<file path="config.mk">
export PLATFORM = sky130hd
export DESIGN_NAME = bus_monitor_top
export DESIGN_NICKNAME = d
export VERILOG_FILES = /design/src/logic/bus_mon_pkg.sv /design/src/logic/bus_event_reporter.sv /design/src/logic/bus_line_sync.sv /design/src/logic/bus_monitor.sv /design/src/logic/bus_monitor_top.sv /design/src/logic/edge_detector.sv /design/src/logic/stable_high_detector.sv
export SDC_FILE = /design/constraint.sdc
export NUM_CORES = 1
export LEC_CHECK = 0
export ABC_CLOCK_PERIOD_IN_PS = 6700
export BUFFER_PORTS_ARGS = -buffer_cell sky130_fd_sc_hd__buf_2
export CORE_UTILIZATION = 65
export DETAILED_ROUTE_END_ITERATION = 7
export GPL_TIMING_DRIVEN = 0
export PLACE_DENSITY = 0.87
export SYNTH_ARGS = -nofsm -noshare
export SYNTH_HDL_FRONTEND = slang
export SYNTH_HIERARCHICAL = 1
export SYNTH_SLANG_ARGS = --single-unit
</file>
<file path="constraint.sdc">
create_clock -name clk_i -period 6.7 [get_ports clk_i]
set_clock_uncertainty 0.05 [all_clocks]
set_input_delay 0.335 -clock clk_i [delete_from_list [all_inputs] [get_ports clk_i]]
set_output_delay 0.335 -clock clk_i [all_outputs]
set_load 0.1 [all_outputs]
</file>
<file path="src/logic/bus_mon_pkg.sv">
/*
  Bus monitor package
  Shared widths, HDR exit edge count, event codes and reporter states
*/

package bus_mon_pkg;

  localparam int unsigned TIMER_W   = 20;  // t_r, t_f and t_hd_dat inputs
  localparam int unsigned DET_CNT_W = 14;  // START/STOP hold counter

  // SDA falls needed while SCL is low before the STOP that ends HDR mode
  localparam int unsigned HDR_EXIT_EDGES = 4;

  // Codes carried on event_code_o
  typedef enum logic [2:0] {
    EV_NONE     = 3'd0,
    EV_START    = 3'd1,
    EV_RSTART   = 3'd2,
    EV_STOP     = 3'd3,
    EV_HDR_EXIT = 3'd4
  } bus_event_e;

  // Reporter view of the bus
  typedef enum logic {
    ST_IDLE = 1'b0,
    ST_BUSY = 1'b1
  } bus_state_e;

endpackage

</file>
<file path="src/logic/bus_event_reporter.sv">
/*
  Bus event reporter
  Turns detection strobes into coded, registered event strobes and
  tracks whether the bus is busy
*/

`timescale 1ns/1ps

module bus_event_reporter (
  input  logic                    clk_i,
  input  logic                    rst_ni,
  input  logic                    enable_i,
  input  logic                    start_det_i,
  input  logic                    stop_det_i,
  input  logic                    hdr_exit_det_i,
  output logic                    event_valid_o,
  output bus_mon_pkg::bus_event_e event_code_o,
  output logic                    bus_busy_o
);

  bus_mon_pkg::bus_state_e state_q;

  always_ff @(posedge clk_i or negedge rst_ni) begin
    if (!rst_ni) begin
      state_q       <= bus_mon_pkg::ST_IDLE;
      event_valid_o <= 1'b0;
      event_code_o  <= bus_mon_pkg::EV_NONE;
    end else begin
      event_valid_o <= 1'b0;  // Strobe by default
      event_code_o  <= bus_mon_pkg::EV_NONE;
      if (!enable_i) begin
        state_q <= bus_mon_pkg::ST_IDLE;
      end else if (stop_det_i) begin
        event_valid_o <= 1'b1;
        event_code_o  <= hdr_exit_det_i ? bus_mon_pkg::EV_HDR_EXIT : bus_mon_pkg::EV_STOP;
        state_q       <= bus_mon_pkg::ST_IDLE;
      end else if (start_det_i) begin
        event_valid_o <= 1'b1;
        // A START on a busy bus is a repeated START
        event_code_o  <= (state_q == bus_mon_pkg::ST_IDLE) ? bus_mon_pkg::EV_START
                                                           : bus_mon_pkg::EV_RSTART;
        state_q       <= bus_mon_pkg::ST_BUSY;
      end
    end
  end

  assign bus_busy_o = (state_q == bus_mon_pkg::ST_BUSY);

endmodule

</file>
<file path="src/logic/bus_line_sync.sv">
/*
  Bus line synchronizer
  Two flop stages per line; both lines reset to the idle-high level
*/

`timescale 1ns/1ps

module bus_line_sync (
  input  logic clk_i,
  input  logic rst_ni,
  input  logic scl_i,
  input  logic sda_i,
  output logic scl_o,
  output logic sda_o
);

  logic [1:0] scl_ff;
  logic [1:0] sda_ff;

  // Idle high at reset, so no false START is seen as reset releases
  always_ff @(posedge clk_i or negedge rst_ni) begin
    if (!rst_ni) begin
      scl_ff <= 2'b11;
      sda_ff <= 2'b11;
    end else begin
      scl_ff <= {scl_ff[0], scl_i};  // Stage 0 may go metastable
      sda_ff <= {sda_ff[0], sda_i};
    end
  end

  assign scl_o = scl_ff[1];
  assign sda_o = sda_ff[1];

endmodule

</file>
<file path="src/logic/bus_monitor.sv">
/*
  Bus condition monitor
  Qualifies SCL/SDA edges against rise and fall times, then detects START,
  STOP and the HDR exit pattern, each held for t_hd_dat cycles
*/

`timescale 1ns/1ps

module bus_monitor (
  input  logic                            clk_i,
  input  logic                            rst_ni,
  input  logic                            enable_i,
  input  logic                            scl_i,          // Synchronized SCL
  input  logic                            sda_i,          // Synchronized SDA
  input  logic                            hdr_mode_i,
  input  logic [bus_mon_pkg::TIMER_W-1:0] t_hd_dat_i,
  input  logic [bus_mon_pkg::TIMER_W-1:0] t_r_i,
  input  logic [bus_mon_pkg::TIMER_W-1:0] t_f_i,
  output logic                            start_det_o,
  output logic                            stop_det_o,
  output logic                            hdr_exit_det_o
);

  logic scl_q;
  logic sda_q;

  // Raw edges of the synchronized lines
  logic scl_fall_raw;
  logic scl_rise_raw;
  logic sda_fall_raw;
  logic sda_rise_raw;

  // Qualified edges and stable levels
  logic scl_negedge;
  logic scl_posedge;
  logic sda_negedge;
  logic sda_posedge;
  logic sda_stable_high;
  logic scl_stable_high;
  logic scl_stable_low;
  logic sda_low_q;

  logic                              start_trig;
  logic                              stop_trig;
  logic                              start_pend_q;
  logic                              stop_pend_q;
  logic                              hold_done;
  logic                              start_det;
  logic                              stop_det;
  logic [bus_mon_pkg::DET_CNT_W-1:0] det_cnt_q;

  logic                                              hdr_arm;
  logic                                              hdr_pend_q;
  logic [$clog2(bus_mon_pkg::HDR_EXIT_EDGES+1)-1:0] hdr_fall_cnt_q;

  always_ff @(posedge clk_i or negedge rst_ni) begin
    if (!rst_ni) begin
      scl_q <= 1'b1;
      sda_q <= 1'b1;
    end else begin
      scl_q <= scl_i;
      sda_q <= sda_i;
    end
  end

  assign scl_fall_raw = scl_q & !scl_i;
  assign scl_rise_raw = !scl_q & scl_i;
  assign sda_fall_raw = sda_q & !sda_i;
  assign sda_rise_raw = !sda_q & sda_i;

  edge_detector #(.DETECT_NEGEDGE(1'b1)) u_scl_fall (
    .clk_i         (clk_i),
    .rst_ni        (rst_ni),
    .trigger_i     (scl_fall_raw),
    .line_i        (scl_i),
    .delay_count_i (t_f_i),
    .detect_o      (scl_negedge)
  );

  edge_detector #(.DETECT_NEGEDGE(1'b0)) u_scl_rise (
    .clk_i         (clk_i),
    .rst_ni        (rst_ni),
    .trigger_i     (scl_rise_raw),
    .line_i        (scl_i),
    .delay_count_i (t_r_i),
    .detect_o      (scl_posedge)
  );

  edge_detector #(.DETECT_NEGEDGE(1'b1)) u_sda_fall (
    .clk_i         (clk_i),
    .rst_ni        (rst_ni),
    .trigger_i     (sda_fall_raw),
    .line_i        (sda_i),
    .delay_count_i (t_f_i),
    .detect_o      (sda_negedge)
  );

  edge_detector #(.DETECT_NEGEDGE(1'b0)) u_sda_rise (
    .clk_i         (clk_i),
    .rst_ni        (rst_ni),
    .trigger_i     (sda_rise_raw),
    .line_i        (sda_i),
    .delay_count_i (t_r_i),
    .detect_o      (sda_posedge)
  );

  stable_high_detector u_sda_high (
    .clk_i         (clk_i),
    .rst_ni        (rst_ni),
    .line_i        (sda_i),
    .delay_count_i (t_r_i),
    .stable_o      (sda_stable_high)
  );

  stable_high_detector u_scl_high (
    .clk_i         (clk_i),
    .rst_ni        (rst_ni),
    .line_i        (scl_i),
    .delay_count_i (t_r_i),
    .stable_o      (scl_stable_high)
  );

  // Stable low is stable high of the inverted line
  stable_high_detector u_scl_low (
    .clk_i         (clk_i),
    .rst_ni        (rst_ni),
    .line_i        (!scl_i),
    .delay_count_i (t_f_i),
    .stable_o      (scl_stable_low)
  );

  // SDA confirmed low by a qualified fall, so only a matching rise is a STOP
  always_ff @(posedge clk_i or negedge rst_ni) begin
    if (!rst_ni) begin
      sda_low_q <= 1'b0;
    end else if (sda_negedge) begin
      sda_low_q <= 1'b1;
    end else if (sda_posedge) begin
      sda_low_q <= 1'b0;
    end
  end

  // SDA moves while SCL is high; a joint edge with SCL is data, not a condition
  assign start_trig = enable_i & scl_stable_high & sda_negedge & !scl_negedge;
  assign stop_trig  = enable_i & scl_stable_high & sda_low_q & sda_posedge & !scl_posedge;

  // One hold counter serves both START and STOP
  always_ff @(posedge clk_i or negedge rst_ni) begin
    if (!rst_ni) begin
      det_cnt_q <= '0;
    end else if (start_trig || stop_trig) begin
      det_cnt_q <= {{(bus_mon_pkg::DET_CNT_W-1){1'b0}}, 1'b1};
    end else if (start_pend_q || stop_pend_q) begin
      det_cnt_q <= det_cnt_q + 1'b1;
    end
  end

  assign hold_done = (det_cnt_q >= t_hd_dat_i[bus_mon_pkg::DET_CNT_W-1:0]);

  always_ff @(posedge clk_i or negedge rst_ni) begin
    if (!rst_ni) begin
      start_pend_q <= 1'b0;
      stop_pend_q  <= 1'b0;
    end else begin
      if (start_trig) begin
        start_pend_q <= 1'b1;
      end else if (!enable_i || !scl_i || start_det || stop_trig) begin
        start_pend_q <= 1'b0;  // SCL fell or a STOP took over
      end
      if (stop_trig) begin
        stop_pend_q <= 1'b1;
      end else if (!enable_i || !scl_i || stop_det || start_trig) begin
        stop_pend_q <= 1'b0;
      end
    end
  end

  assign start_det = enable_i & start_pend_q & hold_done;
  assign stop_det  = enable_i & stop_pend_q & hold_done;

  // HDR exit: armed by SCL low with SDA high, then counts SDA falls
  assign hdr_arm = hdr_mode_i & scl_stable_low & sda_stable_high;

  always_ff @(posedge clk_i or negedge rst_ni) begin
    if (!rst_ni) begin
      hdr_pend_q     <= 1'b0;
      hdr_fall_cnt_q <= '0;
    end else if (!enable_i || stop_det) begin
      hdr_pend_q     <= 1'b0;
      hdr_fall_cnt_q <= '0;
    end else begin
      if (hdr_arm) begin
        hdr_pend_q <= 1'b1;
      end
      if (hdr_pend_q && sda_negedge && !scl_i &&
          hdr_fall_cnt_q != bus_mon_pkg::HDR_EXIT_EDGES) begin
        hdr_fall_cnt_q <= hdr_fall_cnt_q + 1'b1;
      end
    end
  end

  assign start_det_o    = start_det;
  assign stop_det_o     = stop_det;
  assign hdr_exit_det_o = stop_det & (hdr_fall_cnt_q == bus_mon_pkg::HDR_EXIT_EDGES);

endmodule

</file>
<file path="src/logic/bus_monitor_top.sv">
/*
  Bus monitor subsystem
  Synchronizer, condition monitor and event reporter
*/

`timescale 1ns/1ps

module bus_monitor_top (
  input  logic                            clk_i,
  input  logic                            rst_ni,
  input  logic                            enable_i,
  input  logic                            scl_i,         // Raw, asynchronous
  input  logic                            sda_i,         // Raw, asynchronous
  input  logic [bus_mon_pkg::TIMER_W-1:0] t_r_i,
  input  logic [bus_mon_pkg::TIMER_W-1:0] t_f_i,
  input  logic [bus_mon_pkg::TIMER_W-1:0] t_hd_dat_i,
  input  logic                            hdr_mode_i,
  output logic                            event_valid_o,
  output bus_mon_pkg::bus_event_e         event_code_o,
  output logic                            bus_busy_o
);

  logic scl_sync;
  logic sda_sync;
  logic start_det;
  logic stop_det;
  logic hdr_exit_det;

  bus_line_sync u_sync (
    .clk_i  (clk_i),
    .rst_ni (rst_ni),
    .scl_i  (scl_i),
    .sda_i  (sda_i),
    .scl_o  (scl_sync),
    .sda_o  (sda_sync)
  );

  bus_monitor u_monitor (
    .clk_i          (clk_i),
    .rst_ni         (rst_ni),
    .enable_i       (enable_i),
    .scl_i          (scl_sync),
    .sda_i          (sda_sync),
    .hdr_mode_i     (hdr_mode_i),
    .t_hd_dat_i     (t_hd_dat_i),
    .t_r_i          (t_r_i),
    .t_f_i          (t_f_i),
    .start_det_o    (start_det),
    .stop_det_o     (stop_det),
    .hdr_exit_det_o (hdr_exit_det)
  );

  bus_event_reporter u_reporter (
    .clk_i          (clk_i),
    .rst_ni         (rst_ni),
    .enable_i       (enable_i),
    .start_det_i    (start_det),
    .stop_det_i     (stop_det),
    .hdr_exit_det_i (hdr_exit_det),
    .event_valid_o  (event_valid_o),
    .event_code_o   (event_code_o),
    .bus_busy_o     (bus_busy_o)
  );

endmodule

</file>
<file path="src/logic/edge_detector.sv">
/*
  Edge qualifier
  Confirms a rising or falling edge once the line has kept its new level
  for delay_count_i cycles after the trigger
*/

`timescale 1ns/1ps

module edge_detector #(
  parameter bit DETECT_NEGEDGE = 1'b0  // 1 confirms falling edges
) (
  input  logic                            clk_i,
  input  logic                            rst_ni,
  input  logic                            trigger_i,
  input  logic                            line_i,
  input  logic [bus_mon_pkg::TIMER_W-1:0] delay_count_i,
  output logic                            detect_o
);

  logic                            active_q;
  logic [bus_mon_pkg::TIMER_W-1:0] count_q;
  logic                            line_ok;
  logic                            zero_delay;

  assign line_ok    = DETECT_NEGEDGE ? !line_i : line_i;  // Line at the expected level
  assign zero_delay = (delay_count_i == '0);

  // Zero delay confirms in the trigger cycle itself
  assign detect_o = line_ok & ((trigger_i & zero_delay) |
                               (active_q & (count_q >= delay_count_i)));

  always_ff @(posedge clk_i or negedge rst_ni) begin
    if (!rst_ni) begin
      active_q <= 1'b0;
      count_q  <= '0;
    end else if (trigger_i) begin
      active_q <= line_ok & !zero_delay;
      count_q  <= {{(bus_mon_pkg::TIMER_W-1){1'b0}}, 1'b1};
    end else if (active_q) begin
      if (!line_ok || detect_o) begin
        active_q <= 1'b0;  // Glitch or done
      end else begin
        count_q <= count_q + 1'b1;
      end
    end
  end

endmodule

</file>
<file path="src/logic/stable_high_detector.sv">
/*
  Stable-high detector
  Counts consecutive high cycles and flags the line once it has been high
  for delay_count_i cycles
*/

`timescale 1ns/1ps

module stable_high_detector (
  input  logic                            clk_i,
  input  logic                            rst_ni,
  input  logic                            line_i,
  input  logic [bus_mon_pkg::TIMER_W-1:0] delay_count_i,
  output logic                            stable_o
);

  logic [bus_mon_pkg::TIMER_W-1:0] high_cnt_q;

  always_ff @(posedge clk_i or negedge rst_ni) begin
    if (!rst_ni) begin
      high_cnt_q <= '0;
    end else if (!line_i) begin
      high_cnt_q <= '0;
    end else if (high_cnt_q != '1) begin  // Saturate
      high_cnt_q <= high_cnt_q + 1'b1;
    end
  end

  // Drops one cycle after the line goes low
  assign stable_o = (high_cnt_q >= delay_count_i);

endmodule

</file>
==> flow_metrics.py <==
metrics = {
    "power": {
        "p_int_mw": 1.675,
        "switchingPower_mw": 0.7140,
        "p_leak_nw": 6.977,
        "clock_power_share_pct": 43.2,
        "p_per_area_mw_per_mm2": 156.7,
        "swShare_pct": 29.88,
        "sequentialPowerShare_pct": 46.1,
        "pwr-share-comb_pct": 10.7,
        "irDropWorstVdd_mv": 0.1460,
    },
    "min_path": {
        "min_from": "enable_i",
        "hold_depth": 2,
        "worstHoldEndpoint": "u_reporter/event_valid_o$_DFF_PN0_",
        "hold_class": "input port to flip-flop",
    },
    "setup_path": {
        "path_class": "flip-flop to flip-flop",
        "required_ns": 7.00,
        "worstRegToRegCells": 13,
        "slowest_stage": "or4_1",
        "cp-end-kind": "flip-flop",
        "worstPathArrival_ns": 3.94,
        "cpPeakStageDelay_ns": 0.61,
        "r2r_setup_slack_ns": 3.07,
        "reg2reg_from": "u_monitor/u_sda_fall/count_q[17]$_DFFE_PN0P_",
        "start_kind": "flip-flop",
        "crit_chain": "ha_1 > nand4_1 > or4_1 > o211ai_2 > buf_6 > buf_6 > a22oi_1 > nor2_1 > nand2_1 > a211oi_2 > nand2_1 > xor2_1 > a211oi_1",
        "cp_max_fo": 10,
        "r2r-end": "u_monitor/hdr_fall_cnt_q[2]$_DFFE_PN0P_",
    },
    "final_layout": {
        "diodes": 0,
        "fin_nets": 1891,
        "mostFrequentLayoutCell": "inv_1",
        "n_fill_cell": 1494,
        "drive_gt1_share_pct": 12.90,
        "multi_input_area_mm2": 0.008449,
        "final_cell_mix": "inv_1 (186), a21oi_1 (171), dfrtp_1 (170), ha_1 (164), nand2_1 (115)",
        "area_growth_pct": 9.683,
        "seq_area_mm2": 0.004412,
    },
    "logic_synthesis": {
        "yosysUniqueCellTypes": 74,
        "synth_cells": 1574,
        "ys_seq_area_share_pct": 31.73,
        "ys_warn_count": 6,
        "ys_ff_latch": 176,
        "async_flop_share_pct": 100.0,
        "synth-edff-count": 0,
        "avgSynthCellArea_um2": 8.833,
        "ys.flop_type": "dfrtp_1",
        "syn-num-nets": 1804,
        "syn-cell-area_mm2": 0.01390,
    },
    "clock_tree": {
        "cts_root_buf": "clkbuf_16",
        "htreeDepth": 4,
        "post_cts_buffers": 0,
        "numCtsBuffers": 17,
        "clockBufferDepth": 2,
        "clk_pin_slew_worst_paths_ns": 0.08,
        "cts_hold_buf": 3,
        "cts_tree": "done",
        "clk_latency_ns": 0.45,
        "cts.sinks": 176,
        "postCtsResizedCells": 0,
    },
    "timing": {
        "fin_ws_ns": 3.066,
        "worstMarginPinSlew_ns": 0.5733,
        "rsz0062_at_grt": "no",
        "totalNegativeSetupSlack_ns": 0,
        "maxSlewHeadroom_pct": 61.78,
        "finalCriticalPeriod_ns": 3.634,
        "finalSetupViolations": 0,
        "fin_crit_sh_pct": 54.23,
        "fmax_ghz": 0.2752,
        "hold_viol": 0,
        "maxSlewViolCount": 0,
    },
    "floorplanning": {
        "dieWidth_um": 148.3,
        "initial_core_util_pct": 66.14,
        "coreArea_mm2": 0.02102,
        "die-area_mm2": 0.02198,
        "num_io_pins": 71,
        "row_count": 53,
        "fp.dieH_um": 148.3,
    },
    "detailed_routing": {
        "drc": 0,
        "drt_iter0_markers": 1016,
        "ant_nets": 0,
        "vias": 12905,
        "wl_per_cell_um": 18.65,
        "drt_wl_total_mm": 36.35,
        "drtPass1Iterations": 8,
        "vias_per_cell": 6.621,
    },
    "placement": {
        "hpwl_mm": 25.48,
        "port_buffers": 64,
        "pre_cts_slack_ns": 3.034,
        "place.gp.congestion": 0.8941,
    },
    "grt": {
        "grt_pass1_vias": 12350,
        "grt_max_degree": 108,
        "grt_first_pass_wirelength_mm": 59.19,
        "antenna_found_initial": 0,
        "gr-total-overflow": 0,
        "grt_usage_pct": 33.56,
    },
    "run": {
        "max_cap_violations": 0,
    },
    "status": {
        "status": "completed",
    },
}
power by group through the flow:
stage	registers (mW)	clock network [mW]	logic [mW]
global route	1.10	1.09	0.287
finish	1.10	1.03	0.255
detailed placement	1.12	0	0.246
global placement	1.12	0	0.232
floorplan	1.12	0	0.140
CTS	1.10	1.05	0.252
metal layers:
metal / up-vias / GRT usage (%) / share of wire (%)
li1: 6073 / - / -
met1: 6117 / 42.23 / 40
met2: 625 / 57.14 / 49
met3: 90 / 5.337 / 7.6
met4: 0 / 14.33 / 2.6
met5: - / 0 / 0
flip-flops by register name, summed over array words and instances (netlist names), 2 cells and up:
register                         cells
u_monitor/u_scl_fall/count_q        20
u_monitor/u_scl_high/high_cnt_q     20
u_monitor/u_scl_low/high_cnt_q      20
u_monitor/u_scl_rise/count_q        20
u_monitor/u_sda_fall/count_q        20
u_monitor/u_sda_high/high_cnt_q     20
u_monitor/u_sda_rise/count_q        20
u_monitor/det_cnt_q                 14
u_monitor/hdr_fall_cnt_q             3
u_reporter/event_code_o              3
u_sync/scl_ff                        2
u_sync/sda_ff                        2
kinds of logic after synthesis:
group                      Yosys count  synth area share, %
AOI/OAI and AO/OA                  416                20.35
xor gates and xnor gates            17                1.071
buffers and inverters              239                7.496
and+or+nand+nor                    548                23.55
muxes                               14                1.044
adders and majority gates          164                14.76
DFF                                176                31.73
worst max-delay path: cells and delay by family (launching register included):
kind,cells,cell delay [ns]
AND/OR/NAND/NOR,5,1.39
AO/OA/AOI/OAI,4,0.87
flip-flops,1,0.43
adder cells (fa/ha/maj),1,0.32
buffers and inverters,2,0.32
XOR/XNOR,1,0.15
worst max path at each step:
stage / depth (start not counted) / endpoint / start / slack (ns)
after floorplan: 13 / u_monitor/hdr_fall_cnt_q[2]$_DFFE_PN0P_ / u_monitor/u_sda_fall/count_q[17]$_DFFE_PN0P_ / 3.68
after global placement: 1 / u_monitor/u_scl_rise/count_q[16]$_DFFE_PN0P_ / rst_ni / 2.35
after detailed placement: 15 / u_monitor/hdr_fall_cnt_q[2]$_DFFE_PN0P_ / t_f_i[17] / 3.03
after CTS: 13 / u_monitor/hdr_fall_cnt_q[2]$_DFFE_PN0P_ / u_monitor/u_sda_fall/count_q[17]$_DFFE_PN0P_ / 3.11
after global routing: 13 / u_monitor/hdr_fall_cnt_q[2]$_DFFE_PN0P_ / u_monitor/u_sda_fall/count_q[17]$_DFFE_PN0P_ / 2.92
final: 13 / u_monitor/hdr_fall_cnt_q[2]$_DFFE_PN0P_ / u_monitor/u_sda_fall/count_q[17]$_DFFE_PN0P_ / 3.07
synthesized netlist by cell type (14+ instances only):
master | instances | area, um2
and4_1 | 16 | 140.1
nor2_1 | 59 | 221.5
nor4_1 | 29 | 181.4
dfrtp_1 | 170 | 4254
and3_1 | 24 | 150.1
or3_1 | 14 | 87.58
buf_6 | 14 | 157.7
nand3_1 | 73 | 365.4
ha_1 | 164 | 2052
nand2_1 | 115 | 431.7
or4_1 | 80 | 600.6
o21ai_0 | 50 | 250.2
a21oi_1 | 171 | 855.8
inv_1 | 186 | 698.2
nand4_1 | 41 | 256.5
clkbuf_1 | 19 | 71.32
o31ai_1 | 81 | 608.1
stage by stage:
| step | util (%) | cells | cell area [um2] | total power [mW] | hold WS, ns |
|---|---|---|---|---|---|
| 4_1_cts | 72.54 | 1949 | 15250 | 2.401 | 0.1596 |
| 3_5_place_dp | 69.48 | 1914 | 14610 | 1.368 | 0.2701 |
| 6_report | 72.54 | 1949 | 15250 | 2.389 | 0.1670 |
| 3_3_place_gp | 69.30 | 1913 | 14570 | 1.353 | 0.2965 |
| 5_1_grt | 72.54 | 1949 | 15250 | 2.485 | 0.1597 |
| 2_1_floorplan | - | 1574 | 13900 | 1.255 | -0.01059 |
layout make-up:
cell class	count	share of cell area, %
clock buffers	17	2.790
clock inverters	15	1.239
flip-flops and latches	176	28.93
plain buffers	51	2.207
repair buffers	68	2.543
multi-input cells	1159	55.41
well taps	275	2.256
inverters	188	4.628
No activity file was read; power rests on OpenSTA's default activity.
